[src/design/audio_config.svh]
`ifndef AUDIO_CONFIG_SVH
`define AUDIO_CONFIG_SVH

// Sequencer step period in CLOCK_50 cycles
`define AUDIO_STEP_TICKS 5000

// Serial audio clocks, CLOCK_50 cycles per period
`define AUDIO_BCLK_DIV 4
`define AUDIO_XCK_DIV 4

// I2C bit is four quarters
`define I2C_QUARTER_TICKS 125
`define CODEC_I2C_ADDR 8'h34
`define CODEC_TABLE_LEN 10

// Active low segments, all off
`define SEG_BLANK 7'h7f

`endif

[src/design/audio_pkg.sv]
package audio_pkg;

    typedef struct packed {
        logic [6:0] addr;
        logic [8:0] data;
    } codec_reg_t;

    typedef struct packed {
        logic [7:0] hi;
        logic [7:0] lo;
    } codec_bytes_t;

    // Same 16 bits seen as a codec register write or as two I2C bytes
    typedef union packed {
        codec_reg_t   reg_view;
        codec_bytes_t byte_view;
    } codec_word_t;

    typedef logic signed [15:0] sample_t;

    typedef struct packed {
        logic [4:0] step_index;
        logic       step_strobe;
    } seq_status_t;

    typedef struct packed {
        logic       done;
        logic       nack_seen;
        logic [3:0] words_written;
    } cfg_status_t;

    function automatic codec_word_t codec_init_word(input logic [3:0] idx);
        codec_word_t word;
        case (idx)
            4'd0:    word.reg_view = '{addr: 7'h0f, data: 9'h000};
            4'd1:    word.reg_view = '{addr: 7'h00, data: 9'h080};
            4'd2:    word.reg_view = '{addr: 7'h02, data: 9'h079};
            4'd3:    word.reg_view = '{addr: 7'h04, data: 9'h012};
            4'd4:    word.reg_view = '{addr: 7'h05, data: 9'h000};
            4'd5:    word.reg_view = '{addr: 7'h06, data: 9'h000};
            // Left-justified, 16 bit, codec as clock slave
            4'd6:    word.reg_view = '{addr: 7'h07, data: 9'h001};
            4'd7:    word.reg_view = '{addr: 7'h08, data: 9'h000};
            default: word.reg_view = '{addr: 7'h09, data: 9'h001};
        endcase
        return word;
    endfunction

endpackage

[src/design/dac_serializer.sv]
`include "audio_config.svh"

module dac_serializer (
    input  logic               CLOCK_50,
    input  logic               rst_n,
    input  audio_pkg::sample_t play_sample,
    output logic               AUD_XCK,
    output logic               AUD_BCLK,
    output logic               AUD_DACLRCK,
    output logic               AUD_DACDAT
);

    localparam int XCK_W  = $clog2(`AUDIO_XCK_DIV);
    localparam int BCLK_W = $clog2(`AUDIO_BCLK_DIV);

    logic [XCK_W-1:0]   xck_cnt;
    logic [BCLK_W-1:0]  bclk_cnt;
    logic               bit_edge;
    logic [4:0]         bit_cnt;
    audio_pkg::sample_t frame_word;
    audio_pkg::sample_t shift_reg;

    // Last cycle of BCLK high, next edge is the falling one
    assign bit_edge = (bclk_cnt == BCLK_W'(`AUDIO_BCLK_DIV - 1));

    assign AUD_XCK     = xck_cnt[XCK_W-1];
    assign AUD_BCLK    = bclk_cnt[BCLK_W-1];
    assign AUD_DACLRCK = ~bit_cnt[4];
    assign AUD_DACDAT  = shift_reg[15];

    always_ff @(posedge CLOCK_50 or negedge rst_n) begin
        if (!rst_n) begin
            xck_cnt  <= '0;
            bclk_cnt <= '0;
            bit_cnt  <= '0;
        end else begin
            if (xck_cnt == XCK_W'(`AUDIO_XCK_DIV - 1)) begin
                xck_cnt <= '0;
            end else begin
                xck_cnt <= xck_cnt + 1'b1;
            end
            bclk_cnt <= bit_edge ? '0 : bclk_cnt + 1'b1;
            if (bit_edge) begin
                bit_cnt <= bit_cnt + 1'b1;
            end
        end
    end

    always_ff @(posedge CLOCK_50 or negedge rst_n) begin
        if (!rst_n) begin
            frame_word <= '0;
            shift_reg  <= '0;
        end else if (bit_edge) begin
            if (bit_cnt == 5'd31) begin
                // Frame start, LRCK rises
                frame_word <= play_sample;
                shift_reg  <= play_sample;
            end else if (bit_cnt == 5'd15) begin
                // Right channel repeats the left word
                shift_reg <= frame_word;
            end else begin
                shift_reg <= {shift_reg[14:0], 1'b0};
            end
        end
    end

endmodule

[config.mk]
export PLATFORM = sky130hd
export DESIGN_NAME = dac_serializer
export DESIGN_NICKNAME = d
export VERILOG_FILES = /design/src/design/audio_pkg.sv /design/src/design/dac_serializer.sv
export VERILOG_INCLUDE_DIRS = /design/src /design/src/design
export SDC_FILE = /design/constraint.sdc
export NUM_CORES = 1
export LEC_CHECK = 0
export BUFFER_PORTS_ARGS = -buffer_cell sky130_fd_sc_hd__buf_4
export CAP_MARGIN = 0
export CORE_UTILIZATION = 48
export CTS_BUF_LIST = sky130_fd_sc_hd__clkbuf_8
export DETAILED_ROUTE_END_ITERATION = 10
export PLACE_DENSITY = 0.7
export SYNTH_ARGS = -nofsm -noshare
export SYNTH_HDL_FRONTEND = slang
export SYNTH_SLANG_ARGS = --single-unit
[constraint.sdc]
create_clock -name CLOCK_50 -period 2 [get_ports CLOCK_50]
set_clock_uncertainty 0.1 [all_clocks]
set_input_delay 0.4 -clock CLOCK_50 [delete_from_list [all_inputs] [get_ports CLOCK_50]]
set_output_delay 0.4 -clock CLOCK_50 [all_outputs]
set_load 0.02 [all_outputs]
==> results.txt <==
Status: finished clean
Placed cell area: 2040 um^2
Mux share of post-synthesis cell area: 0.0936
Die area: 4090 um^2
Start point of the critical path: bit_cnt[0]
Main combinational cell family by area after synthesis: compound AO/OA/AOI/OAI gates
Layout cell share with drive strength beyond 1: 0.239
Fin cells: 224
Post-Syn Nets: 173
Synth Register Bits: 41
Setup Buffers After CTS: 0
Synthesized area: 1840 um^2
EDFF count, synth: 0
TNS Setup: 0 ps
Clock Tree Buf Depth: 2
Worst vdd ir: 0.414 mV
Placed insts: 215
Cell count after synthesis: 150
Static Leak: 1.10 nW
Area contributors post-synth: dfrtp_1 (56%), mux2i_1 (8.1%), o221ai_1 (7.1%), a21bo_1 (6.0%), nand3_1 (4.1%)
Antenna diodes: 0
Syn. warnings: 0
Max frequency: 546 MHz
Flop2flop setup slack: 170 ps
# IOs: 22
Fin crit share: 0.916
Critical path endpoint category: flop
Compound-Gate Fraction of Synth Area: 0.159
Detail Placement HPWL: 2420 um
Post-synthesis area per instance: 12.3 um^2
CTS tree: yes
Top-area cell type share of the netlist area: 0.556
Worst-path clk slew: 80 ps
Top_reg_cell synth: dfrtp_1
Reg2reg start: bit_cnt[0]
R2R Path End: frame_word[2]
Nets: 198
Core Region: 3660 um^2
XOR/XNOR Fraction of Synth Area: 0.0142
Worst-Margin Slew: 516 ps
First-pass GRT wire length: 6240 um
Netlist cell types: 23
Pin count of the biggest net entering global routing: 42
Slew Limit Fails: 0
Clock Sink Count: 41
Synth Area in Adders: 0.0339
Number of global-route vias before repair: 1335
Total number of vias: 1240
Remaining antenna violation count: 0
Worst min-delay path class: in -> reg
Async SR Flop Fraction: 1.00
Final hold vios: 0
Crit path kind: reg -> reg
Hold Path Sink: frame_word[0]
Seq/Total Area, Yosys: 0.556
Initial DRC Count: 57
DRC viols: 0
Worst skew pair latency: 290 ps
Initial antenna violation count: 0
Layout area overhead: 17.5%
WL/cell: 15.5 um
Die height: 64.0 um
Grt total ovfl: 0
Slew headroom: 0.656
HP Start: play_sample[0]
Routability cong.: 0.728
Chip width: 64.0 um
H-tree depth: 2
Minimum clock period: 1830 ps
Pwr/cell area: 717 nW/um^2
CTS root buf: clkbuf_8
Final WL: 3460 um
Row count: 22
Crit start category: flop
DRT Pass-1 Iters: 4
Fin area: 2170 um^2
All-Layer GR Usage: 0.205
Critical path peak fanout: 7
Synth Area in Simple Gates: 0.0746
PortBufs: 21
Unrepaired setup endpoints after global routing: false
Largest area contributor in the netlist: dfrtp_1
Hold path depth: 2
R2R depth: 6
Vias per cell: 5.54
Setup Viol. Count Final: 0
Max-Cap Viols: 0
CP required: 2080 ps
CTS Buf Count: 5
Initial Util: 0.504
Critical Path AT: 1910 ps
==> cells in the mapped netlist (2+ instances only) <==
| master | n |
|---|---|
| o221ai_1 | 15 |
| mux2_2 | 2 |
| a21bo_1 | 11 |
| dfrtp_1 | 41 |
| inv_1 | 16 |
| a21bo_2 | 4 |
| buf_4 | 4 |
| nand3_1 | 15 |
| nor2_1 | 4 |
| xnor2_1 | 2 |
| buf_2 | 5 |
| mux2i_1 | 15 |
| ha_1 | 5 |
| nand2_1 | 2 |
==> layer usage <==
layer	vias up	track usage	share of wire
met1	622	0.238	0.43
met3	7	0.0607	0.042
met2	25	0.362	0.52
met5	-	0	0
met4	0	0.0597	0.014
li1	586	-	-
==> layout make-up <==
cell class / instances / area [um^2]
Sequential cell: 41 / 1030
Multi-Input combinational cell: 83 / 692
Inverter: 16 / 60.1
Clock inverter: 2 / 33.8
Tap cell: 48 / 60.1
Fill cell: 305 / 1490
Clock buffer: 6 / 82.6
Timing Repair Buffer: 28 / 213
==> logic make-up after synthesis <==
kind of cell / after synthesis
simple gates: 26
flops: 41
mux: 17
xor+xnor: 3
compound gates: 32
fa+ha+maj: 5
buf+inv: 26
==> stage by stage <==
step	util	total power, mW	hold slack [ps]	setup WS, ps
CTS	0.592	1.57	262	153
global route	0.592	1.61	263	31.3
detailed placement	0.557	0.891	306	179
global placement	0.557	0.890	299	226
finish	0.592	1.55	267	168
floorplan	-	0.847	4.41	233
==> cells in the final DEF, fill, tap and decap left out, types with 4 or more instances in the layout <==
| master | n |
|---|---|
| nor2_1 | 4 |
| buf_4 | 27 |
| dfrtp_1 | 41 |
| clkbuf_8 | 6 |
| inv_1 | 17 |
| a21bo_1 | 11 |
| ha_1 | 5 |
| mux2i_1 | 15 |
| o221ai_1 | 15 |
| a21bo_2 | 4 |
| nand3_1 | 15 |
==> worst max-delay path by stage <==
stage | end | slack (ps) | cells after the start
after floorplan | frame_word[2] | 230 | 7
after global placement | frame_word[11] | 230 | 6
final | frame_word[2] | 170 | 6
after global routing | shift_reg[0] | 30 | 6
after CTS | frame_word[2] | 150 | 6
after detailed placement | frame_word[4] | 180 | 6
==> where the power goes <==
group | internal [mW] | switching, mW
Combinational | 0.0229 | 0.0221
Sequential | 0.829 | 0.000436
Clock | 0.402 | 0.276
==> critical path, cell delays in order (launching register included) <==
cell and delay (ps):
dfrtp_1 410, ha_1 220, and3_1 200, ha_1 280, buf_4 190, nand3_1 90
a21bo_2 220
==> timing repair <==
| action | in CTS | in global routing |
|---|---|---|
| hold buffers | 1 | 0 |
| gates resized for setup | 0 | 0 |
| endpoints found under the hold margin | 33 | 0 |
Power figures use the tool's default switching activity.
