### config.mk
export PLATFORM = sky130hd
export DESIGN_NAME = tone_sequencer
export DESIGN_NICKNAME = d
export VERILOG_FILES = /design/src/design/audio_pkg.sv /design/src/design/tone_sequencer.sv
export VERILOG_INCLUDE_DIRS = /design/src /design/src/design
export SDC_FILE = /design/constraint.sdc
export NUM_CORES = 1
export LEC_CHECK = 0
export BUFFER_PORTS_ARGS = -buffer_cell sky130_fd_sc_hd__buf_2
export CORE_MARGIN = 10
export CORE_UTILIZATION = 53
export DETAILED_ROUTE_END_ITERATION = 6
export PLACE_DENSITY = 0.78
export SETUP_SLACK_MARGIN = 0.5
export SYNTH_ARGS = -nofsm -noshare
export SYNTH_HDL_FRONTEND = slang
export SYNTH_SLANG_ARGS = --single-unit
### constraint.sdc
create_clock -name CLOCK_50 -period 2.1 [get_ports CLOCK_50]
set_input_delay 0.42 -clock CLOCK_50 [delete_from_list [all_inputs] [get_ports CLOCK_50]]
set_output_delay 0.42 -clock CLOCK_50 [all_outputs]
set_load 0.05 [all_outputs]
### src/design/audio_config.svh
`ifndef AUDIO_CONFIG_SVH
`define AUDIO_CONFIG_SVH

// Sequencer step period in CLOCK_50 cycles
`define AUDIO_STEP_TICKS 5000

// Serial audio clocks, CLOCK_50 cycles per period
`define AUDIO_BCLK_DIV 4
`define AUDIO_XCK_DIV 4

// I2C bit is four quarters
`define I2C_QUARTER_TICKS 125
`define CODEC_I2C_ADDR 8'h34
`define CODEC_TABLE_LEN 10

// Active low segments, all off
`define SEG_BLANK 7'h7f

`endif

### src/design/audio_pkg.sv
package audio_pkg;

    typedef struct packed {
        logic [6:0] addr;
        logic [8:0] data;
    } codec_reg_t;

    typedef struct packed {
        logic [7:0] hi;
        logic [7:0] lo;
    } codec_bytes_t;

    // Same 16 bits seen as a codec register write or as two I2C bytes
    typedef union packed {
        codec_reg_t   reg_view;
        codec_bytes_t byte_view;
    } codec_word_t;

    typedef logic signed [15:0] sample_t;

    typedef struct packed {
        logic [4:0] step_index;
        logic       step_strobe;
    } seq_status_t;

    typedef struct packed {
        logic       done;
        logic       nack_seen;
        logic [3:0] words_written;
    } cfg_status_t;

    function automatic codec_word_t codec_init_word(input logic [3:0] idx);
        codec_word_t word;
        case (idx)
            4'd0:    word.reg_view = '{addr: 7'h0f, data: 9'h000};
            4'd1:    word.reg_view = '{addr: 7'h00, data: 9'h080};
            4'd2:    word.reg_view = '{addr: 7'h02, data: 9'h079};
            4'd3:    word.reg_view = '{addr: 7'h04, data: 9'h012};
            4'd4:    word.reg_view = '{addr: 7'h05, data: 9'h000};
            4'd5:    word.reg_view = '{addr: 7'h06, data: 9'h000};
            // Left-justified, 16 bit, codec as clock slave
            4'd6:    word.reg_view = '{addr: 7'h07, data: 9'h001};
            4'd7:    word.reg_view = '{addr: 7'h08, data: 9'h000};
            default: word.reg_view = '{addr: 7'h09, data: 9'h001};
        endcase
        return word;
    endfunction

endpackage

### src/design/tone_sequencer.sv
`include "audio_config.svh"

module tone_sequencer (
    input  logic                   CLOCK_50,
    input  logic                   rst_n,
    input  logic                   run_en,
    output audio_pkg::sample_t     sample,
    output audio_pkg::seq_status_t status
);

    localparam int TICK_W = $clog2(`AUDIO_STEP_TICKS);

    logic [TICK_W-1:0] tick_cnt;
    logic              step_due;
    logic [4:0]        step_index;
    logic              step_strobe;
    logic [3:0]        level;

    assign step_due = (tick_cnt == TICK_W'(`AUDIO_STEP_TICKS - 1));

    // Triangle: down from F in the first half, up from 0 in the second
    assign level = step_index[4] ? step_index[3:0] : ~step_index[3:0];

    assign status = '{step_index: step_index, step_strobe: step_strobe};

    always_ff @(posedge CLOCK_50 or negedge rst_n) begin
        if (!rst_n) begin
            tick_cnt    <= '0;
            step_index  <= '0;
            step_strobe <= 1'b0;
        end else begin
            step_strobe <= 1'b0;
            if (run_en) begin
                if (step_due) begin
                    tick_cnt    <= '0;
                    step_index  <= step_index + 1'b1;
                    step_strobe <= 1'b1;
                end else begin
                    tick_cnt <= tick_cnt + 1'b1;
                end
            end
        end
    end

    // Level lands on bits 13:10
    always_ff @(posedge CLOCK_50 or negedge rst_n) begin
        if (!rst_n) begin
            sample <= '0;
        end else begin
            sample <= {2'b00, level, 10'b0};
        end
    end

endmodule

==> metrics.md, run 1 <==
| Metric | Value |
|---|---|
| Final period util | 0.730 |
| Mapped Area | roughly 1200 um^2 |
| Final hold violations | 0 |
| TritonCTS Buffers | 3 |
| IO buf count | 12 |
| Most common cell after layout, fill and taps aside | dfrtp_1 |
| P&R area growth vs syn | 4.46% |
| H-tree Lvls | 1 |
| Post-DP HPWL | 1490 um |
| Layout cells sized above 1 | 0.218 |
| Mean Syn Cell Area | roughly 11 um^2 |
| Root buffer cell | clkbuf_4 |
| CORE AREA | 2170 um^2 |
| Clk_lat worst skew | around 0.31 ns |
| FMAX | 652 MHz |
| Antenna violations before repair | 0 |
| Reg2Reg Depth | 4 |
| Clock sink total | 23 |
| CTS Buffer Depth | 2 |
| Place WS | 0.477 ns |
| Leakage Power | around 0.54 nW |
| Syn Inst Count | between 100 and 150 |
| First drt pass iteration count | 4 |
| Most frequent cells in the layout | dfrtp_1, xnor2_1, nand2_1, conb_1, buf_2 |
| Pwr dens | between 700 and 800 nW/um^2 |
| Register area share after synthesis | 0.488 |
| Critical path launch point type | register |
| Routability Congestion | a little under 0.8 |
| Gr usage total | 0.0932 |
| Final min period | ~1.5 ns |
| Max-Cap Viols | 0 |
| Filler cells | around 200 |
| Final WS setup | 0.567 ns |
| Crit path capture type | register |
| Worst path arrival time | 1.75 ns |
| Worst-path fanout max | 6 |
| Drt drc | 0 |
| N_diodes | 0 |
| Post-route ant nets | 0 |
| Post-Route WL | approximately 2000 um |
| Clk slew on worst S/H paths | ~0.14 ns |
| RSZ-0062 raised after global routing | no |
| Number of cell rows | 17 |
| Vias per cell | roughly 5.1 |
| IR drop worst, VDD | 465 uV |
| Die area | 4510 um^2 |
| Non-Filler Instances | around 150 |
| HP Class | in -> async |
| Reg area | about 580 um^2 |
| Final setup TNS | 0 ns |
| Worst EP required | about 2.3 ns |
| Die H | approximately 67 um |
| Hold WS | roughly 0.043 ns |
| CTS tree | done |
| Global-route wire length before repair | around 3300 um |
| Via Count | between 700 and 800 |
| Run status | finished, final reports clean |
| Final max-slew violation count | 0 |
| Kind of critical path | reg -> reg |
| Detailed Route Iter0 Violations | 23 |
| Placed Instances | between 100 and 150 |
| Nets | ~130 |
| Grt ovf | 0 |
| Die W | roughly 67 um |
| Yosys warns | 0 |
| Starting Density | 0.543 |
| DR WL/cell | ~13 um |
| Area of the multi-input gates | approximately 510 um^2 |
| Top Ports | 25 |
| Largest net degree at the start of global routing | 24 |
| Endpoints failing setup | 0 |
| Number of global-route vias before repair | 747 |
| Synth Register Bits | 23 |
| Synth unique cells | 25 |
| Worst clock skew | 0.00995 ns |
[power breakdown]
part / switching (mW) / internal [mW] / total, mW
logic: 0.0930 / 0.0521 / 0.145
clock network: 0.138 / 0.0725 / 0.211
registers: 0.0794 / 0.490 / 0.569
[repair_timing]
| item | CTS | global route |
|---|---|---|
| pin swaps | 0 | 1 |
| buffers inserted | 1 | 0 |
| setup endpoints to repair | 3 | 5 |
| gates resized for setup | 1 | 9 |
| hold buffers | 0 | 0 |
[routing by layer]
metal,track usage,part of all wire
met1,0.106,0.41
met2,0.166,0.52
met3,0.0132,0.051
met4,0.0487,0.019
met5,0,0
[sequential cells by signal, indices dropped and copies added (netlist names)]
name	count
tick_cnt	13
step_index	5
sample	4
step_strobe	1
[synth_stat cells]
cell / count / share of area
nor2_1: 5 / 0.016
clkbuf_1: 1 / 0.0032
buf_4: 16 / 0.10
nor4b_4: 2 / 0.040
o21ai_0: 1 / 0.0042
and2_1: 1 / 0.0053
inv_1: 3 / 0.0096
nand4_1: 7 / 0.037
nor3_1: 4 / 0.017
and3_1: 1 / 0.0053
xor2_1: 2 / 0.015
or3b_2: 1 / 0.0074
ha_1: 2 / 0.021
a21o_1: 1 / 0.0064
buf_6: 1 / 0.0096
nor4_1: 1 / 0.0053
nand3_1: 3 / 0.013
and2_0: 1 / 0.0053
dfrtp_1: 23 / 0.49
mux2i_1: 1 / 0.0085
nand2_1: 12 / 0.038
and4_1: 3 / 0.022
conb_1: 1 / 0.0032
xnor2_1: 15 / 0.11
o22ai_1: 1 / 0.0053
[area by class of cell]
cell class                 count  area share
sequential                    23       0.470
tap                           28      0.0285
clock buffer                   3      0.0183
multi-input combinational     76       0.412
clock inverter                 1     0.00610
timing repair buffer          13      0.0569
inverter                       3     0.00915
[worst paths after layout]
check | startpoint | endpoint | slack, ns
worst max-delay path | tick_cnt[5]$_DFFE_PN0P_ | step_index[4]$_DFFE_PN0P_ | 0.57
worst min register to register | step_index[3]$_DFFE_PN0P_ | sample[13]$_DFF_PN0_ | 0.53
max in group asynchronous | rst_n | tick_cnt[3]$_DFFE_PN0P_ | 1.69
worst max register to register | tick_cnt[5]$_DFFE_PN0P_ | step_index[4]$_DFFE_PN0P_ | 0.57
min in group CLOCK_50 | run_en | tick_cnt[0]$_DFFE_PN0P_ | 0.34
worst min-delay path | rst_n | sample[13]$_DFF_PN0_ | 0.04
[kinds of logic after synthesis]
group           share of synthesized area
flops                               0.488
xor+xnor                            0.126
buf+inv                             0.124
fa+ha+maj                          0.0212
mux                               0.00849
simple gates                        0.212
other cells                       0.00318
compound gates                     0.0159
[worst max-delay path, cell delays in order, from the launching register on]
cell and delay [ns]:
dfrtp_1 0.48, nor4b_4 0.38, and4_4 0.32, nand4_1 0.12
xnor2_1 0.14
[per-stage QoR]
stage	power [mW]	util	instance area [um^2]
4_1_cts	0.924	0.562	1220
6_report	0.925	0.567	1230
5_1_grt	0.980	0.567	1230
3_5_place_dp	0.713	0.544	1180
3_3_place_gp	0.707	0.544	1180
2_1_floorplan	0.728	-	1220
Power figures use the tool's default switching activity.
==> run 2: changes to the inputs <==
--- a/config.mk
+++ b/config.mk
@@ -6,11 +6,12 @@
 export SDC_FILE = /design/constraint.sdc
 export NUM_CORES = 1
 export LEC_CHECK = 0
+export ABC_AREA = 1
 export BUFFER_PORTS_ARGS = -buffer_cell sky130_fd_sc_hd__buf_2
 export CORE_MARGIN = 10
-export CORE_UTILIZATION = 53
+export CORE_UTILIZATION = 49
 export DETAILED_ROUTE_END_ITERATION = 6
-export PLACE_DENSITY = 0.78
+export PLACE_DENSITY = 0.74
 export SETUP_SLACK_MARGIN = 0.5
 export SYNTH_ARGS = -nofsm -noshare
 export SYNTH_HDL_FRONTEND = slang
==> constraint.sdc (replaced) <==
create_clock -name CLOCK_50 -period 1.35 [get_ports CLOCK_50]
set_input_delay 0.27 -clock CLOCK_50 [delete_from_list [all_inputs] [get_ports CLOCK_50]]
set_output_delay 0.27 -clock CLOCK_50 [all_outputs]
set_load 0.05 [all_outputs]
==> metrics.md, run 2 <==
| Metric | Value |
|---|---|
| Count leader, synth | nand2_1 |
| Mean Syn Cell Area | 7.99 um^2 (-26%) |
| Most flops, register | tick_cnt |
| Filler cells | 204 (+1.5%) |
| Final Instance Area | 1740 um^2 (+42%) |
| Clock sink total | 23 (unchanged) |
| Worst-margin pin slew | 0.516 ns |
| Register area share after synthesis | 0.421 (-0.0671) |
| CP bufs+invs | 0 (unchanged) |
| Most common cell on crit path | nand2_1 |
| Crit path capture type | register |
| Die area | 5300 um^2 (+18%) |
| IO buf count | 12 (unchanged) |
| Root buffer cell | clkbuf_4 |
| Nets | 206 (+65%) |
| RSZ-0062 raised after global routing | yes |
| Failing checks | hold timing |
| Number of synthesized flops with an enable pin | 0 (unchanged) |
| FMAX | 787 MHz (+21%) |
| Most common cell after layout, fill and taps aside | nand2_1 |
| Synth Register Bits | 23 (unchanged) |
| Clk pwr share | 0.181 (-0.047) |
| IR drop worst, VDD | 1030 uV (+120%) |
| Kind of critical path | reg -> reg |
| Post-route ant nets | 0 (unchanged) |
| Synth top area cells | dfrtp_1, nand2_1, buf_4 |
| Top flop regs | tick_cnt x13, step_index x5, sample x4 |
| Grt ovf | 0 (unchanged) |
| P&R area growth vs syn | 27.6% |
| Area post-placement | 1440 um^2 (+22%) |
| Ys flop type | dfrtp_1 |
| Final period util | 0.942 (+0.211) |
| Syn Inst Count | 171 (+57%) |
| Drt drc | 0 (unchanged) |
| Worst path arrival time | 1.49 ns (-0.26 ns) |
| Synth area leader | dfrtp_1 |
| Antenna violations before repair | 0 (unchanged) |
| Gr usage total | 0.121 (+0.0275) |
| Post-DP HPWL | 2030 um (+36%) |
| Post-Route WL | 3150 um (+60%) |
| Comb pwr share | 0.337 (+0.180) |
| Synth async-reset ratio | 1.00 (unchanged) |
| Sequential share of power | 0.482 (-0.133) |
| Synth unique cells | 24 (-4.0%) |
| Max-Cap Viols | 0 (unchanged) |
| Starting Density | 0.504 (-0.0391) |
| Pwr dens | 1040 nW/um^2 (+39%) |
| Run status | finished with violations |
| Cell chain of the critical path | ha_4, nand2_1, nor3_4, nand3_4, nand2_1, nand2_1 |
| Leakage Power | 0.877 nW (+63%) |
| Most frequent cells in the layout | nand2_1, inv_1, buf_4 |
| Final max-slew violation count | 0 (unchanged) |
| CTS tree | done |
| H-tree Lvls | 1 (unchanged) |
| Top Ports | 25 (unchanged) |
| Final core area utilization | 0.643 (+0.0756) |
| Routability Congestion | 0.839 (+9.1%) |
| Critical path launch point type | register |
| Clk_lat worst skew | 0.32 ns (about the same) |
| Via Count | 1146 (+52%) |
| Post-synth top area share | 0.421 (-0.0671) |
| Worst path top cell family by delay | simple AND/OR/NAND/NOR gates |
| Yosys warns | 0 (unchanged) |
| P_sw | 0.706 mW (+130%) |
| Number of flip-flops under the largest register name | 13 (unchanged) |
| Hold WS | -0.101 ns (-0.145 ns) |
| Worst-path fanout max | 7 (+1) |
| DR WL/cell | 13.6 um (+1.5%) |
| N_diodes | 0 (unchanged) |
| Die W | 72.8 um (+8.4%) |
| HP Class | in -> async |
| Detailed Route Iter0 Violations | 63 (+170%) |
| TritonCTS Buffers | 3 (unchanged) |
| Max_slew headroom | 0.656 |
| Worst path slowest cell | dfrtp_1 |
| Cell Int Power | 1.11 mW (+81%) |
| Largest stage delay on the critical path | 0.42 ns (-0.06 ns) |
| Final hold violations | 23 (+23) |
| Clk slew on worst S/H paths | 0.13 ns (about the same) |
| Sw frac | 0.388 (+0.0520) |
| First drt pass iteration count | 4 (unchanged) |
| CORE AREA | 2710 um^2 (+25%) |
| Final min period | 1.27 ns (-0.262 ns) |
| Layout cells sized above 1 | 0.400 (+0.182) |
| Vias per cell | 4.96 (-3.4%) |
| Endpoints failing setup | 0 (unchanged) |
| Largest net degree at the start of global routing | 24 (unchanged) |
| CTS Buffer Depth | 2 (unchanged) |
| Global-route wire length before repair | 5250 um (+59%) |
| Die H | 72.8 um (+8.4%) |
| Worst clock skew | 0.00451 ns (-0.00545 ns) |
| Number of cell rows | 19 (+2) |
| Post-synth top cells | nand2_1, inv_1, dfrtp_1 |
| Mapped Area | 1370 um^2 (+16%) |
| Worst EP required | 1.57 ns (-0.74 ns) |
| Number of global-route vias before repair | 1161 (+55%) |
[run 2: cell types whose count changed in the layout (fill, tap and decap cells not counted), moves of 5 or more]
cell,before,now
buf_6,0,12
nand2_1,12,35
xnor2_1,15,5
buf_2,11,2
inv_2,0,5
dfrtp_2,2,13
inv_1,3,20
nand2_2,0,9
dfrtp_1,21,10
xor2_1,2,7
nand3_1,3,14
buf_4,1,15
nor2_4,0,5
[run 2: repair_timing]
action                                 in CTS  in global routing
setup endpoints to repair                  29                 33
resized for setup                          31                 16
endpoints found under the hold margin      23                 23
pin swaps                                   3                  4
buffers inserted                           15                  1
[run 2: per-layer routing]
layer  track usage  vias up  wire length, um
li1              -      559                -
met1         0.139      546             1280
met2         0.205       31             1630
met3        0.0218       10              132
met4        0.0654        0              108
met5             0        -                0
[run 2: final cells by class]
cell class	count	area [um^2]	share of cell area
clock buffer	3	22.5	0.0129
clock inverter	1	5.00	0.00287
inverter	26	97.6	0.0560
multi-input combinational	118	729	0.419
sequential	23	592	0.340
tap	31	38.8	0.0223
timing repair buffer	29	258	0.148
[run 2: power groups by stage]
| stage | clock network (mW) | logic (mW) | registers, mW |
|---|---|---|---|
| floorplan | 0 | 0.365 | 0.872 |
| global placement | 0 | 0.391 | 0.892 |
| detailed placement | 0 | 0.403 | 0.896 |
| CTS | 0.335 | 0.569 | 0.871 |
| global route | 0.365 | 0.678 | 0.890 |
| finish | 0.329 | 0.614 | 0.877 |
[run 2: final timing paths]
path | endpoint | slack [ns] | startpoint | cells past startpoint
max reg2reg | step_index[1]$_DFFE_PN0P_ | 0.08 | tick_cnt[0]$_DFFE_PN0P_ | 6
min in group CLOCK_50 | tick_cnt[11]$_DFFE_PN0P_ | 0.27 | run_en | 3
min reg2reg | sample[10]$_DFF_PN0_ | 0.61 | step_index[0]$_DFFE_PN0P_ | 2
min | tick_cnt[8]$_DFFE_PN0P_ | -0.10 | rst_n | 1
max in group asynchronous | sample[11]$_DFF_PN0_ | 1.07 | rst_n | 1
max | step_index[1]$_DFFE_PN0P_ | 0.08 | tick_cnt[0]$_DFFE_PN0P_ | 6
[run 2: metrics by stage]
step                setup slack, ns  std cells  TNS [ns]  power, mW
finish                       0.0789        231         0       1.82
CTS                           0.124        230         0       1.77
detailed placement           0.0608        211         0       1.30
global placement              0.107        211         0       1.28
global route                -0.0144        231   -0.0144       1.93
floorplan                     0.173        182         0       1.24
[run 2: cells by family after synthesis]
kind of cell | count (synthesis) | share of synthesized area
AOI/OAI and AO/OA | 2 | 0.0119
xor gates and xnor gates | 13 | 0.0833
adders and majority gates | 2 | 0.0183
buffers and inverters | 41 | 0.149
DFF | 23 | 0.421
other | 1 | 0.00274
and+or+nand+nor | 89 | 0.313
[run 2: worst reg2reg max path, delay by kind of cell, from the launching register on]
kind | cells | cell delay, ns
and+or+nand+nor | 5 | 0.57
DFF | 1 | 0.42
adders and majority gates | 1 | 0.17
