--- src/design/audio_config.svh ---
`ifndef AUDIO_CONFIG_SVH
`define AUDIO_CONFIG_SVH

// Sequencer step period in CLOCK_50 cycles
`define AUDIO_STEP_TICKS 5000

// Serial audio clocks, CLOCK_50 cycles per period
`define AUDIO_BCLK_DIV 4
`define AUDIO_XCK_DIV 4

// I2C bit is four quarters
`define I2C_QUARTER_TICKS 125
`define CODEC_I2C_ADDR 8'h34
`define CODEC_TABLE_LEN 10

// Active low segments, all off
`define SEG_BLANK 7'h7f

`endif

--- src/design/audio_pkg.sv ---
package audio_pkg;

    typedef struct packed {
        logic [6:0] addr;
        logic [8:0] data;
    } codec_reg_t;

    typedef struct packed {
        logic [7:0] hi;
        logic [7:0] lo;
    } codec_bytes_t;

    // Same 16 bits seen as a codec register write or as two I2C bytes
    typedef union packed {
        codec_reg_t   reg_view;
        codec_bytes_t byte_view;
    } codec_word_t;

    typedef logic signed [15:0] sample_t;

    typedef struct packed {
        logic [4:0] step_index;
        logic       step_strobe;
    } seq_status_t;

    typedef struct packed {
        logic       done;
        logic       nack_seen;
        logic [3:0] words_written;
    } cfg_status_t;

    function automatic codec_word_t codec_init_word(input logic [3:0] idx);
        codec_word_t word;
        case (idx)
            4'd0:    word.reg_view = '{addr: 7'h0f, data: 9'h000};
            4'd1:    word.reg_view = '{addr: 7'h00, data: 9'h080};
            4'd2:    word.reg_view = '{addr: 7'h02, data: 9'h079};
            4'd3:    word.reg_view = '{addr: 7'h04, data: 9'h012};
            4'd4:    word.reg_view = '{addr: 7'h05, data: 9'h000};
            4'd5:    word.reg_view = '{addr: 7'h06, data: 9'h000};
            // Left-justified, 16 bit, codec as clock slave
            4'd6:    word.reg_view = '{addr: 7'h07, data: 9'h001};
            4'd7:    word.reg_view = '{addr: 7'h08, data: 9'h000};
            default: word.reg_view = '{addr: 7'h09, data: 9'h001};
        endcase
        return word;
    endfunction

endpackage

--- src/design/audio_control.sv ---
`include "audio_config.svh"

module audio_control (
    input  logic                   CLOCK_50,
    input  logic                   rst_n,
    input  logic [17:0]            SW,
    input  audio_pkg::seq_status_t seq_status,
    input  audio_pkg::cfg_status_t cfg_status,
    input  audio_pkg::sample_t     sample,
    output logic                   run_en,
    output audio_pkg::sample_t     play_sample,
    output logic [6:0]             HEX0,
    output logic [6:0]             HEX1,
    output logic [6:0]             HEX2,
    output logic [6:0]             HEX3
);

    localparam logic [6:0] SEG_D = 7'h21;
    localparam logic [6:0] SEG_E = 7'h06;

    logic [1:0] play_sync;
    logic [1:0] mute_sync;
    logic [4:0] disp_step;
    logic [3:0] disp_words;
    logic       disp_done;
    logic       disp_nack;

    function automatic logic [6:0] seg7(input logic [3:0] value);
        logic [6:0] seg;
        case (value)
            4'h0: seg = 7'h40;
            4'h1: seg = 7'h79;
            4'h2: seg = 7'h24;
            4'h3: seg = 7'h30;
            4'h4: seg = 7'h19;
            4'h5: seg = 7'h12;
            4'h6: seg = 7'h02;
            4'h7: seg = 7'h78;
            4'h8: seg = 7'h00;
            4'h9: seg = 7'h10;
            4'ha: seg = 7'h08;
            4'hb: seg = 7'h03;
            4'hc: seg = 7'h46;
            4'hd: seg = 7'h21;
            4'he: seg = 7'h06;
            default: seg = 7'h0e;
        endcase
        return seg;
    endfunction

    // SW[17] plays, SW[0] mutes
    always_ff @(posedge CLOCK_50 or negedge rst_n) begin
        if (!rst_n) begin
            play_sync <= '0;
            mute_sync <= '0;
        end else begin
            play_sync <= {play_sync[0], SW[17]};
            mute_sync <= {mute_sync[0], SW[0]};
        end
    end

    // Nothing plays until the codec table is written
    assign run_en      = cfg_status.done & play_sync[1];
    assign play_sample = (cfg_status.done && !mute_sync[1]) ? sample : '0;

    always_ff @(posedge CLOCK_50 or negedge rst_n) begin
        if (!rst_n) begin
            disp_step  <= '0;
            disp_words <= '0;
            disp_done  <= 1'b0;
            disp_nack  <= 1'b0;
        end else begin
            if (seq_status.step_strobe) begin
                disp_step <= seq_status.step_index;
            end
            disp_words <= cfg_status.words_written;
            disp_done  <= cfg_status.done;
            disp_nack  <= cfg_status.nack_seen;
        end
    end

    assign HEX0 = seg7(disp_step[3:0]);
    assign HEX1 = seg7({3'b000, disp_step[4]});
    assign HEX2 = seg7(disp_words);
    assign HEX3 = disp_done ? SEG_D : (disp_nack ? SEG_E : `SEG_BLANK);

endmodule

--- config.mk ---
export PLATFORM = sky130hd
export DESIGN_NAME = audio_control
export DESIGN_NICKNAME = d
export VERILOG_FILES = /design/src/design/audio_pkg.sv /design/src/design/audio_control.sv
export VERILOG_INCLUDE_DIRS = /design/src /design/src/design
export SDC_FILE = /design/constraint.sdc
export NUM_CORES = 1
export LEC_CHECK = 0
export ABC_CLOCK_PERIOD_IN_PS = 1500
export BUFFER_PORTS_ARGS = -buffer_cell sky130_fd_sc_hd__buf_2
export CAP_MARGIN = 10
export CORE_MARGIN = 8
export CORE_UTILIZATION = 25
export DETAILED_ROUTE_END_ITERATION = 8
export HOLD_SLACK_MARGIN = 0.02
export SLEW_MARGIN = 10
export SYNTH_ARGS = -nofsm -noshare
export SYNTH_HDL_FRONTEND = slang
export SYNTH_SLANG_ARGS = --single-unit
--- constraint.sdc ---
create_clock -name CLOCK_50 -period 1.5 [get_ports CLOCK_50]
set_input_delay 0.3 -clock CLOCK_50 [delete_from_list [all_inputs] [get_ports CLOCK_50]]
set_output_delay 0.3 -clock CLOCK_50 [all_outputs]
set_load 0.01 [all_outputs]
==> impl_results.md, run 1 <==
- Worst hold path type: in2reg
- Leak: 1.10 nW
- Vias in the first global route: 1276
- Post-DP HPWL: 2720 um
- RSZ-0062 raised after global routing: yes
- Largest net degree at the start of global routing: 16
- Synth Instances: 120
- WHS Path Cells: 1
- Setup slack after layout: -0.458 ns
- Worst clock skew: 0.000246 ns
- Setup CP Type: reg2out
- YS warnings: 0
- First-pass GRT wire length: 5870 um
- Die area: 0.00725 mm2
- Slew Limit Fails: 0
- DRT Wirelength: 3670 um
- Global route overflow: 0
- Max cap viols: 0
- Worst EP required: 1.20 ns
- Synth Cell Area: 0.00119 mm2
- Skew-Pair Late Insertion Delay: 0.24 ns
- CTS Buf Count: 3
- Number of flops mapped to enable cells by yosys: 0
- Fin. Hold Viols: 0
- Core area: 0.00466 mm2
- WL per Instance: 13.5 um
- Layout cells sized above 1: 0.734
- CTS Root Cell: clkbuf_8
- CTS tree: done
- Worst Path Max Fanout: 5
- Failing checks: setup timing
- WP data arrival: 1.66 ns
- Chip width: 85.1 um
- Asr flop ratio synth: 1.00
- I/O Pins: 93
- Antenna Nets Post-Route: 0
- Synth unique cells: 28
- GPL Wtd Cong: 0.743
- GRT Total Usage: 0.0967
- R2r worst-path depth: 2
- Buffer depth of the longest clock path: 2
- CP endpoint kind: output pin
- DIE HEIGHT: 85.1 um
- Sink Count: 15
- Drt drc: 0
- Min Tclk post-route: 1.96 ns
- Mean post-synth cell area: 9.96 um2
- # port buffers: 73
- Final worst-path cycle share: 1.31
- Pwr Density: 642 mW/mm2
- Yosys reg bits: 15
- 1st-iter DRT viols: 16
- Post-layout total power: 1.39 mW
- WHS: 0.165 ns
- Result of the run: complete, but fails checks
- Final-stage net count: 281
- Most common cell after layout, fill and taps aside: buf_2
- Routed vias: 1150
- Final setup violation count: 14
- Fmax: 511 MHz
- Initial Util: 0.256
- Area Growth Syn to Fin: 81.3%
- Worst VDD drop: 0.000443 V
- Register area share after synthesis: 0.314
- Initial antenna violation count: 0
- Main synth FF type: dfrtp_1
- H-Tree Depth: 1
- N_diodes: 0
- Pre-antenna DRT Iters: 4
- Clock-pin slew of the registers on the worst-case setup and hold paths: 0.06 ns
- DR vias/cell: 4.23
- Placement row count: 25
- Critical path startpoint category: flip-flop
- Highest-count cells in the layout ignoring fill and taps: buf_2 (65), buf_6 (22), buf_4 (21)
- Post-route setup TNS: -4.57 ns
per-stage QoR:
stage	worst slack, ns	instances	instance area, um2	util
floorplan	-0.0803	121	1230	-
global placement	-0.185	257	1730	0.372
detailed placement	-0.220	257	1730	0.372
CTS	-0.454	271	2050	0.440
global route	-0.502	272	2170	0.465
finish	-0.458	272	2170	0.465
cell type report:
type | instances | area (um2)
fillers | 419 | 2490
multi-input cells | 83 | 891
repair buffers | 109 | 741
flip-flops and latches | 15 | 383
well taps | 54 | 67.6
clock buffers | 4 | 45.0
inverters | 7 | 38.8
report_power, final:
| group | switching (mW) | internal, mW | leakage [nW] | total, mW |
|---|---|---|---|---|
| Clock | 0.122 | 0.187 | 0.0228 | 0.309 |
| Sequential | 0.0432 | 0.434 | 0.170 | 0.477 |
| Combinational | 0.257 | 0.348 | 0.912 | 0.604 |
| Total | 0.422 | 0.968 | 1.10 | 1.39 |
registers in the layout, indices dropped and copies added (netlist names):
signal      flops
disp_words      4
mute_sync       2
disp_done       1
disp_nack       1
play_sync       2
disp_step       5
worst paths after layout:
check / startpoint / endpoint / slack, ns
setup / recovery: disp_words[1]$_DFF_PN0_ / HEX2[3] / -0.46
hold / removal: SW[17] / play_sync[0]$_DFF_PN0_ / 0.17
setup reg to reg: disp_step[2]$_DFFE_PN0P_ / disp_step[2]$_DFFE_PN0P_ / 0.47
hold reg to reg: mute_sync[0]$_DFF_PN0_ / mute_sync[1]$_DFF_PN0_ / 0.35
max in group asynchronous: rst_n / mute_sync[1]$_DFF_PN0_ / 0.74
min in group asynchronous: rst_n / disp_step[3]$_DFFE_PN0P_ / 0.49
worst max-delay path: stages, from the launching register on:
cell	delay [ns]
dfrtp_2	0.43
inv_6	0.07
ha_4	0.26
inv_2	0.04
mux4_2	0.48
buf_6	0.14
synth_stat cells, types with 4 or more instances:
library cell,count,area (um2)
nor2_1,7,26.3
and2_1,17,106
a22o_1,4,35.0
o21ai_0,4,20.0
nand2_1,5,18.8
inv_1,7,26.3
dfrtp_1,15,375
buf_4,11,82.6
ha_1,14,175
mux2_2,5,56.3
mux2i_1,7,70.1
cell families after synthesis:
group           synth area share
simple gates               0.170
buf+inv                    0.125
mux                        0.156
flops                      0.314
compound gates            0.0827
fa+ha+maj                  0.147
other cells              0.00629
routing by layer:
layer | wire length, um | part of all wire | GRT usage | vias up
li1 | - | - | - | 580
met1 | 1380 | 0.37 | 0.100 | 543
met2 | 2100 | 0.57 | 0.192 | 27
met3 | 197 | 0.054 | 0.0222 | 0
met4 | 0 | 0 | 0.0146 | 0
met5 | 0 | 0 | 0 | -
repair_timing:
| action | 4_1_cts | 5_1_grt |
|---|---|---|
| gates cloned | 1 | 0 |
| endpoints found under the hold margin | 15 | 0 |
| hold buffers | 1 | 0 |
| pin swaps | 9 | 14 |
| endpoints found under the setup margin | 30 | 22 |
| resized for setup | 43 | 28 |
| buffers inserted | 10 | 1 |
(Power assumes the default switching activity.)
==> run 2: changes to the inputs <==
--- a/config.mk
+++ b/config.mk
@@ -6,7 +6,8 @@
 export SDC_FILE = /design/constraint.sdc
 export NUM_CORES = 1
 export LEC_CHECK = 0
-export ABC_CLOCK_PERIOD_IN_PS = 1500
+export ABC_AREA = 1
+export ABC_CLOCK_PERIOD_IN_PS = 2400
 export BUFFER_PORTS_ARGS = -buffer_cell sky130_fd_sc_hd__buf_2
 export CAP_MARGIN = 10
 export CORE_MARGIN = 8
==> constraint.sdc (replaced) <==
create_clock -name CLOCK_50 -period 2.4 [get_ports CLOCK_50]
set_input_delay 0.48 -clock CLOCK_50 [delete_from_list [all_inputs] [get_ports CLOCK_50]]
set_output_delay 0.48 -clock CLOCK_50 [all_outputs]
set_load 0.01 [all_outputs]
==> run 2 against run 1 <==
  * The flow now finishes without violations
  * Design area is 27% lower
  * Synthesized cell count increased by 50%
  * First-iteration DRC count rose by 25%
  * Area after synthesis grew 1.8%
  * Largest cell class unchanged
  * Largest power group is now sequential cells
==> impl_results.md, run 2 <==
- Storage cell area: 375 um2 (was 383 um2)
- # port buffers: 73 (unchanged)
- Area Growth Syn to Fin: 30.9% (was 81.3%)
- Final worst-path cycle share: 0.835
- N_diodes: 0 (unchanged)
- Skew-Pair Late Insertion Delay: 0.24 ns (about the same)
- Most common cell after layout, fill and taps aside: buf_2 (unchanged)
- Routed vias: 1194 (was 1150)
- Max FFs per register: 5 (unchanged)
- Area of the multi-input gates: 594 um2 (was 891 um2)
- WHS: 0.131 ns (was 0.165 ns)
- Clock network fraction of design power: 0.273 (was 0.222)
- Die area: 0.00735 mm2 (was 0.00725 mm2)
- Crit path from: disp_step[1]$_DFFE_PN0P_ (was disp_words[1]$_DFF_PN0_)
- Global route overflow: 0 (unchanged)
- Reg power frac: 0.415 (was 0.343)
- Vias in the first global route: 1178 (was 1276)
- I/O Pins: 93 (unchanged)
- Combinational share of power: 0.311 (was 0.435)
- GPL Wtd Cong: 0.845 (was 0.743)
- Max cap viols: 0 (unchanged)
- Mean post-synth cell area: 6.76 um2 (was 9.96 um2)
- Worst VDD drop: 0.000403 V (was 0.000443 V)
- # resized after CTS: 0 (was 43)
- Synth Instances: 180 (was 120)
- Yosys reg bits: 15 (unchanged)
- CTS Root Cell: clkbuf_8 (unchanged)
- 1st-iter DRT viols: 20 (was 16)
- Dominant cell type by area after synthesis: dfrtp_1 (unchanged)
- CTS Buf Count: 3 (unchanged)
- Number of flops mapped to enable cells by yosys: 0 (unchanged)
- GRT Total Usage: 0.0808 (was 0.0967)
- Initial Util: 0.257 (was 0.256)
- Pint: 0.477 mW (was 0.968 mW)
- Highest-count cells in the layout ignoring fill and taps: buf_2 (73), nand2_1 (48), inv_1 (33) (was buf_2 (65), buf_6 (22), buf_4 (21))
- Switching power: 0.226 mW (was 0.422 mW)
- YS warnings: 0 (unchanged)
- H-Tree Depth: 1 (unchanged)
- Slew Limit Fails: 0 (unchanged)
- Worst EP required: 1.92 ns (was 1.20 ns)
- Initial antenna violation count: 0 (unchanged)
- DRT Wirelength: 2980 um (was 3670 um)
- Worst hold path type: in2async (was in2reg)
- Final setup violation count: 0 (was 14)
- Worst clock skew: 0.0000807 ns (was 0.000246 ns)
- Finished Cell Area: 0.00159 mm2 (was 0.00217 mm2)
- Worst Setup EP: HEX0[3] (was HEX2[3])
- Sink Count: 15 (unchanged)
- Fmax: 499 MHz
- Finished Layout Cells: 309 (was 272)
- Main synth FF type: dfrtp_1 (unchanged)
- Setup CP Type: reg2out (unchanged)
- Placement row count: 25 (unchanged)
- Antenna Nets Post-Route: 0 (unchanged)
- Commonest cells post-synth: nand2_1 (48), inv_1 (33), nor2_1 (23) (was and2_1 (17), dfrtp_1 (15), ha_1 (14))
- Core area: 0.00472 mm2 (was 0.00466 mm2)
- WP data arrival: 1.52 ns (was 1.66 ns)
- Pwr Density: 442 mW/mm2 (was 642 mW/mm2)
- WL per Instance: 9.63 um (was 13.5 um)
- Chip width: 85.7 um (was 85.1 um)
- Post-CTS Setup Bufs: 0 (was 10)
- Utilization after layout: 0.337 (was 0.465)
- Register area share after synthesis: 0.309 (was 0.314)
- Synth Cell Area: 0.00122 mm2 (was 0.00119 mm2)
- Result of the run: finished, final reports clean (was complete, but fails checks)
- Sw Ratio: 0.322 (was 0.303)
- Critical R2R Launch: disp_step[2]$_DFFE_PN0P_ (unchanged)
- CTS tree: done (unchanged)
- Post-placement cell area: 0.00155 mm2 (was 0.00173 mm2)
- Count leader, synth: nand2_1 (was and2_1)
- Final-stage net count: 305 (was 281)
- Post-route setup TNS: 0 ns (was -4.57 ns)
- Worst R2R Setup Slack: 1.42 ns (was 0.47 ns)
- Synth unique cells: 14 (was 28)
- Largest net degree at the start of global routing: 17 (was 16)
- Critical path startpoint category: flip-flop (unchanged)
- First-pass GRT wire length: 5050 um (was 5870 um)
- DP Cell Count: 305 (was 257)
- DR vias/cell: 3.86 (was 4.23)
- Layout cells sized above 1: 0.322 (was 0.734)
- Fin. Hold Viols: 0 (unchanged)
- Buffer depth of the longest clock path: 2 (unchanged)
- Clock-pin slew of the registers on the worst-case setup and hold paths: 0.05 ns (was 0.06 ns)
- Top cells by area, synth: dfrtp_1 (31%), nand2_1 (15%), ha_1 (14%) (was dfrtp_1 (31%), ha_1 (15%), and2_1 (8.9%))
- Synth top area share: 0.309 (was 0.314)
- Pre-antenna DRT Iters: 4 (unchanged)
- Biggest register: disp_step (unchanged)
- RR Endpoint: disp_step[2]$_DFFE_PN0P_ (unchanged)
- Leak: 1.04 nW (was 1.10 nW)
- Drt drc: 0 (unchanged)
- R2r worst-path depth: 2 (unchanged)
- CP endpoint kind: output pin (unchanged)
- RSZ-0062 raised after global routing: no (was yes)
- Fill cells: 501 (was 419)
- Asr flop ratio synth: 1.00 (unchanged)
- Post-DP HPWL: 2580 um (was 2720 um)
- DIE HEIGHT: 85.7 um (was 85.1 um)
- Worst Path Max Fanout: 6 (was 5)
- Post-CTS Hold Fix Bufs: 0 (was 1)
- Min Tclk post-route: 2.00 ns
- Top Registers: disp_step: 5 flops, disp_words: 4 flops (unchanged)
## run 2: layout make-up
| type | instances | area share |
|---|---|---|
| clock buffers | 4 | 0.0283 |
| inverters | 34 | 0.0802 |
| repair buffers | 73 | 0.230 |
| well taps | 67 | 0.0527 |
| multi-input cells | 116 | 0.373 |
| flip-flops and latches | 15 | 0.236 |
## run 2: through the flow
step	setup WS [ns]	total power, mW
final	0.396	0.704
after global placement	0.649	0.519
after global routing	0.196	0.767
after CTS	0.381	0.718
after floorplan	0.848	0.441
after detailed placement	0.650	0.520
## run 2: cell families after synthesis
family | count (synthesis) | share of synthesized area
buf+inv | 50 | 0.206
flops | 15 | 0.309
other cells | 2 | 0.00618
fa+ha+maj | 14 | 0.144
compound gates | 11 | 0.0453
simple gates | 88 | 0.290
## run 2: power by group through the flow
stage	Sequential (mW)	Combinational [mW]	Clock (mW)
global placement	0.296	0.223	0
floorplan	0.286	0.155	0
global route	0.297	0.256	0.213
CTS	0.292	0.224	0.202
finish	0.292	0.219	0.192
detailed placement	0.297	0.223	0
## run 2: critical path, stage by stage (launching register included)
cell     delay [ns]
dfrtp_1        0.43
inv_1          0.19
ha_1           0.28
inv_1          0.06
nand2_1        0.04
nand2_1        0.07
nand2_1        0.04
nand2_1        0.05
buf_2          0.12
## run 2: worst min path at each step
stage                                start                  endpoint  slack (ns)  depth (start not counted)
floorplan                            rst_n       disp_done$_DFF_PN0_        0.18                          0
global placement    play_sync[0]$_DFF_PN0_    play_sync[1]$_DFF_PN0_        0.34                          0
detailed placement  play_sync[0]$_DFF_PN0_    play_sync[1]$_DFF_PN0_        0.36                          0
CTS                                  rst_n  disp_step[1]$_DFFE_PN0P_        0.14                          1
global route                         rst_n  disp_step[3]$_DFFE_PN0P_        0.15                          1
finish                               rst_n  disp_step[4]$_DFFE_PN0P_        0.13                          1
## run 2: per-layer routing
metal / wire [um] / up-vias / track usage / share of wire
met5: 0 / - / 0 / 0
met4: 6 / 0 / 0.00478 / 0.0020
met3: 414 / 2 / 0.0430 / 0.14
met2: 1250 / 63 / 0.135 / 0.42
met1: 1300 / 491 / 0.0924 / 0.44
li1: - / 638 / - / -
==> run 3: changes to the inputs <==
--- a/config.mk
+++ b/config.mk
@@ -6,8 +6,8 @@
 export SDC_FILE = /design/constraint.sdc
 export NUM_CORES = 1
 export LEC_CHECK = 0
-export ABC_AREA = 1
-export ABC_CLOCK_PERIOD_IN_PS = 2400
+export ABC_AREA = 0
+export ABC_CLOCK_PERIOD_IN_PS = 1930
 export BUFFER_PORTS_ARGS = -buffer_cell sky130_fd_sc_hd__buf_2
 export CAP_MARGIN = 10
 export CORE_MARGIN = 8
==> constraint.sdc (replaced) <==
create_clock -name CLOCK_50 -period 1.93 [get_ports CLOCK_50]
set_input_delay 0.386 -clock CLOCK_50 [delete_from_list [all_inputs] [get_ports CLOCK_50]]
set_output_delay 0.386 -clock CLOCK_50 [all_outputs]
set_load 0.01 [all_outputs]
==> run 3 against run 2 <==
  * Critical path depth fell by 4
  * Largest power group is now combinational cells
  * Register-to-register slack got worse by 0.50 ns
  * Final cell count fell by 19%
  * Critical path type unchanged
  * Global-route usage increased by 0.35 points
  * Flip-flop and latch count stayed put
  * The flow now finishes with violations (setup timing)
==> impl_results.md, run 3 (synthesis gave the netlist of run 1 again) <==
- CTS Root Cell: clkbuf_8 (unchanged)
- Initial antenna violation count: 0 (unchanged)
- R2r worst-path depth: 4 (was 2)
- Setup slack after layout: -0.0642 ns (was 0.396 ns)
- Top Registers: disp_step: 5 flops, disp_words: 4 flops (unchanged)
- Max FFs per register: 5 (unchanged)
- WP data arrival: 1.61 ns (was 1.52 ns)
- Placement row count: 25 (unchanged)
- Failing checks: setup timing
- Vias in the first global route: 1048 (was 1178)
- Buffer depth of the longest clock path: 2 (unchanged)
- Area Growth Syn to Fin: 50.3% (was 30.9%)
- Worst EP required: 1.54 ns (was 1.92 ns)
- Critical R2R Launch: disp_step[0]$_DFFE_PN0P_ (was disp_step[2]$_DFFE_PN0P_)
- Leak: 0.949 nW (was 1.04 nW)
- Highest-count cells in the layout ignoring fill and taps: buf_2 (71), and2_1 (17), dfrtp_1 (13) (was buf_2 (73), nand2_1 (48), inv_1 (33))
- Post-DP HPWL: 2500 um (was 2580 um)
- Clock-pin slew of the registers on the worst-case setup and hold paths: 0.06 ns (was 0.05 ns)
- DRT Wirelength: 3140 um (was 2980 um)
- Largest net degree at the start of global routing: 17 (unchanged)
- Worst Setup EP: HEX0[3] (unchanged)
- Fmax: 501 MHz
- Biggest register: disp_step (unchanged)
- Layout cells sized above 1: 0.615 (was 0.322)
- Chip width: 85.1 um (was 85.7 um)
- Slew Limit Fails: 0 (unchanged)
- Post-route setup TNS: -0.164 ns (was 0 ns)
- Skew-Pair Late Insertion Delay: 0.24 ns (about the same)
- CTS Buf Count: 3 (unchanged)
- First-pass GRT wire length: 5060 um (was 5050 um)
- Worst R2R Setup Slack: 0.92 ns (was 1.42 ns)
- Worst path slowest cell: mux4_2 (was dfrtp_1)
- RR Endpoint: disp_step[0]$_DFFE_PN0P_ (was disp_step[2]$_DFFE_PN0P_)
- Crit-path leading delay family: multiplexers (was flip-flops)
- DIE HEIGHT: 85.1 um (was 85.7 um)
- CP endpoint kind: output pin (unchanged)
- GRT Total Usage: 0.0843 (was 0.0808)
- Min Tclk post-route: 1.99 ns
- Fin. Hold Viols: 0 (unchanged)
- Die area: 0.00725 mm2 (was 0.00735 mm2)
- Worst path bufs/invs: 2 (was 3)
- GPL Wtd Cong: 0.716 (was 0.845)
- WL per Instance: 12.6 um (was 9.63 um)
- Storage cell area: 378 um2 (was 375 um2)
- CTS tree: done (unchanged)
- 1st-iter DRT viols: 14 (was 20)
- # port buffers: 73 (unchanged)
- RSZ-0062 raised after global routing: yes (was no)
- Worst VDD drop: 0.000429 V (was 0.000403 V)
- Setup WS pre-CTS: 0.115 ns (was 0.650 ns)
- DP Cell Count: 237 (was 305)
- Final worst-path cycle share: 1.03
- Routed vias: 1036 (was 1194)
- I/O Pins: 93 (unchanged)
- Post-CTS Hold Fix Bufs: 0 (unchanged)
- H-Tree Depth: 1 (unchanged)
- Worst clock skew: 0.0000210 ns (was 0.0000807 ns)
- Core area: 0.00466 mm2 (was 0.00472 mm2)
- Worst hold path type: in2async (unchanged)
- Worst path max stage delay: 0.46 ns (was 0.43 ns)
- Setup CP Type: reg2out (unchanged)
- Pwr Density: 544 mW/mm2 (was 442 mW/mm2)
- Drt drc: 0 (unchanged)
- Final-stage net count: 258 (was 305)
- N_diodes: 0 (unchanged)
- Antenna Nets Post-Route: 0 (unchanged)
- Max cap viols: 0 (unchanged)
- Critical path startpoint category: flip-flop (unchanged)
- Fill cells: 459 (was 501)
- Area of the multi-input gates: 778 um2 (was 594 um2)
- Global route overflow: 0 (unchanged)
- Most common cell after layout, fill and taps aside: buf_2 (unchanged)
- CP Depth: 4 (was 8)
- Final setup violation count: 6 (was 0)
- Crit path from: disp_step[1]$_DFFE_PN0P_ (unchanged)
- Initial Util: 0.256 (was 0.257)
- Pre-antenna DRT Iters: 4 (unchanged)
- Result of the run: complete, but fails checks (was finished, final reports clean)
- Worst Path Max Fanout: 4 (was 6)
- DR vias/cell: 4.16 (was 3.86)
- Cell-by-cell trace of the critical path: buf_4 > ha_1 > mux4_2 > buf_6 (was inv_1 > ha_1 > inv_1 > nand2_1 > nand2_1 > nand2_1 > nand2_1 > buf_2)
- Sink Count: 15 (unchanged)
- Finished Layout Cells: 249 (was 309)
-- run 3: cell count changes in the layout (fill, tap and decap cells not counted), moves of 5 or more --
cell / previous run / this run
o21ai_0: 9 / 4
inv_1: 33 / 1
buf_4: 0 / 11
and2_1: 0 / 17
mux2i_1: 0 / 7
nand2_1: 48 / 4
buf_6: 0 / 5
nor2_1: 23 / 7
nand3_1: 16 / 0
ha_1: 14 / 6
ha_4: 0 / 7
-- run 3: per-layer routing --
metal,GRT usage,wire length [um],up-vias
met4,0.0146,9,0
met3,0.0261,155,2
li1,-,-,529
met5,0,0,-
met1,0.0869,1190,481
met2,0.163,1790,24
-- run 3: worst min path at each step --
stage          start                     end  slack (ns)  depth (start not counted)
3_5_place_dp   rst_n     disp_done$_DFF_PN0_        0.31                          1
4_1_cts        rst_n  mute_sync[1]$_DFF_PN0_        0.04                          1
5_1_grt        rst_n  mute_sync[0]$_DFF_PN0_        0.05                          1
6_report       rst_n  mute_sync[1]$_DFF_PN0_        0.04                          1
3_3_place_gp   rst_n  play_sync[1]$_DFF_PN0_        0.30                          1
2_1_floorplan  rst_n     disp_done$_DFF_PN0_        0.09                          0
-- run 3: per-stage QoR --
step / instance area, um2 / total power [mW] / utilization / hold WS (ns)
2_1_floorplan: 1200 / 0.565 / - / 0.0904
4_1_cts: 1750 / 0.973 / 0.375 / 0.0358
6_report: 1800 / 0.977 / 0.385 / 0.0353
3_5_place_dp: 1550 / 0.675 / 0.333 / 0.307
3_3_place_gp: 1550 / 0.673 / 0.333 / 0.303
5_1_grt: 1800 / 1.04 / 0.385 / 0.0546
-- run 3: worst reg2reg max path: stages (launching register included) --
cell and delay, ns:
dfrtp_1 0.38, inv_2 0.08, buf_4 0.14, buf_4 0.13
o21ai_0 0.19
-- run 3: final cells by class --
cell class | instances | area share
Multi-Input combinational cell | 82 | 0.433
Timing Repair Buffer | 87 | 0.275
Sequential cell | 15 | 0.210
Tap cell | 54 | 0.0376
Clock buffer | 3 | 0.0230
Inverter | 7 | 0.0174
Clock inverter | 1 | 0.00279
-- run 3: power breakdown --
group	internal [mW]	switching (mW)	leakage [nW]
logic	0.194	0.172	0.749
registers	0.336	0.0282	0.174
clock network	0.143	0.104	0.0255
total	0.673	0.304	0.949
-- run 3: timing repair --
action                                  CTS  global route
setup buffers                             6             2
gates resized for setup                  26             8
endpoints found under the setup margin    9             7
pin swaps                                 1             3
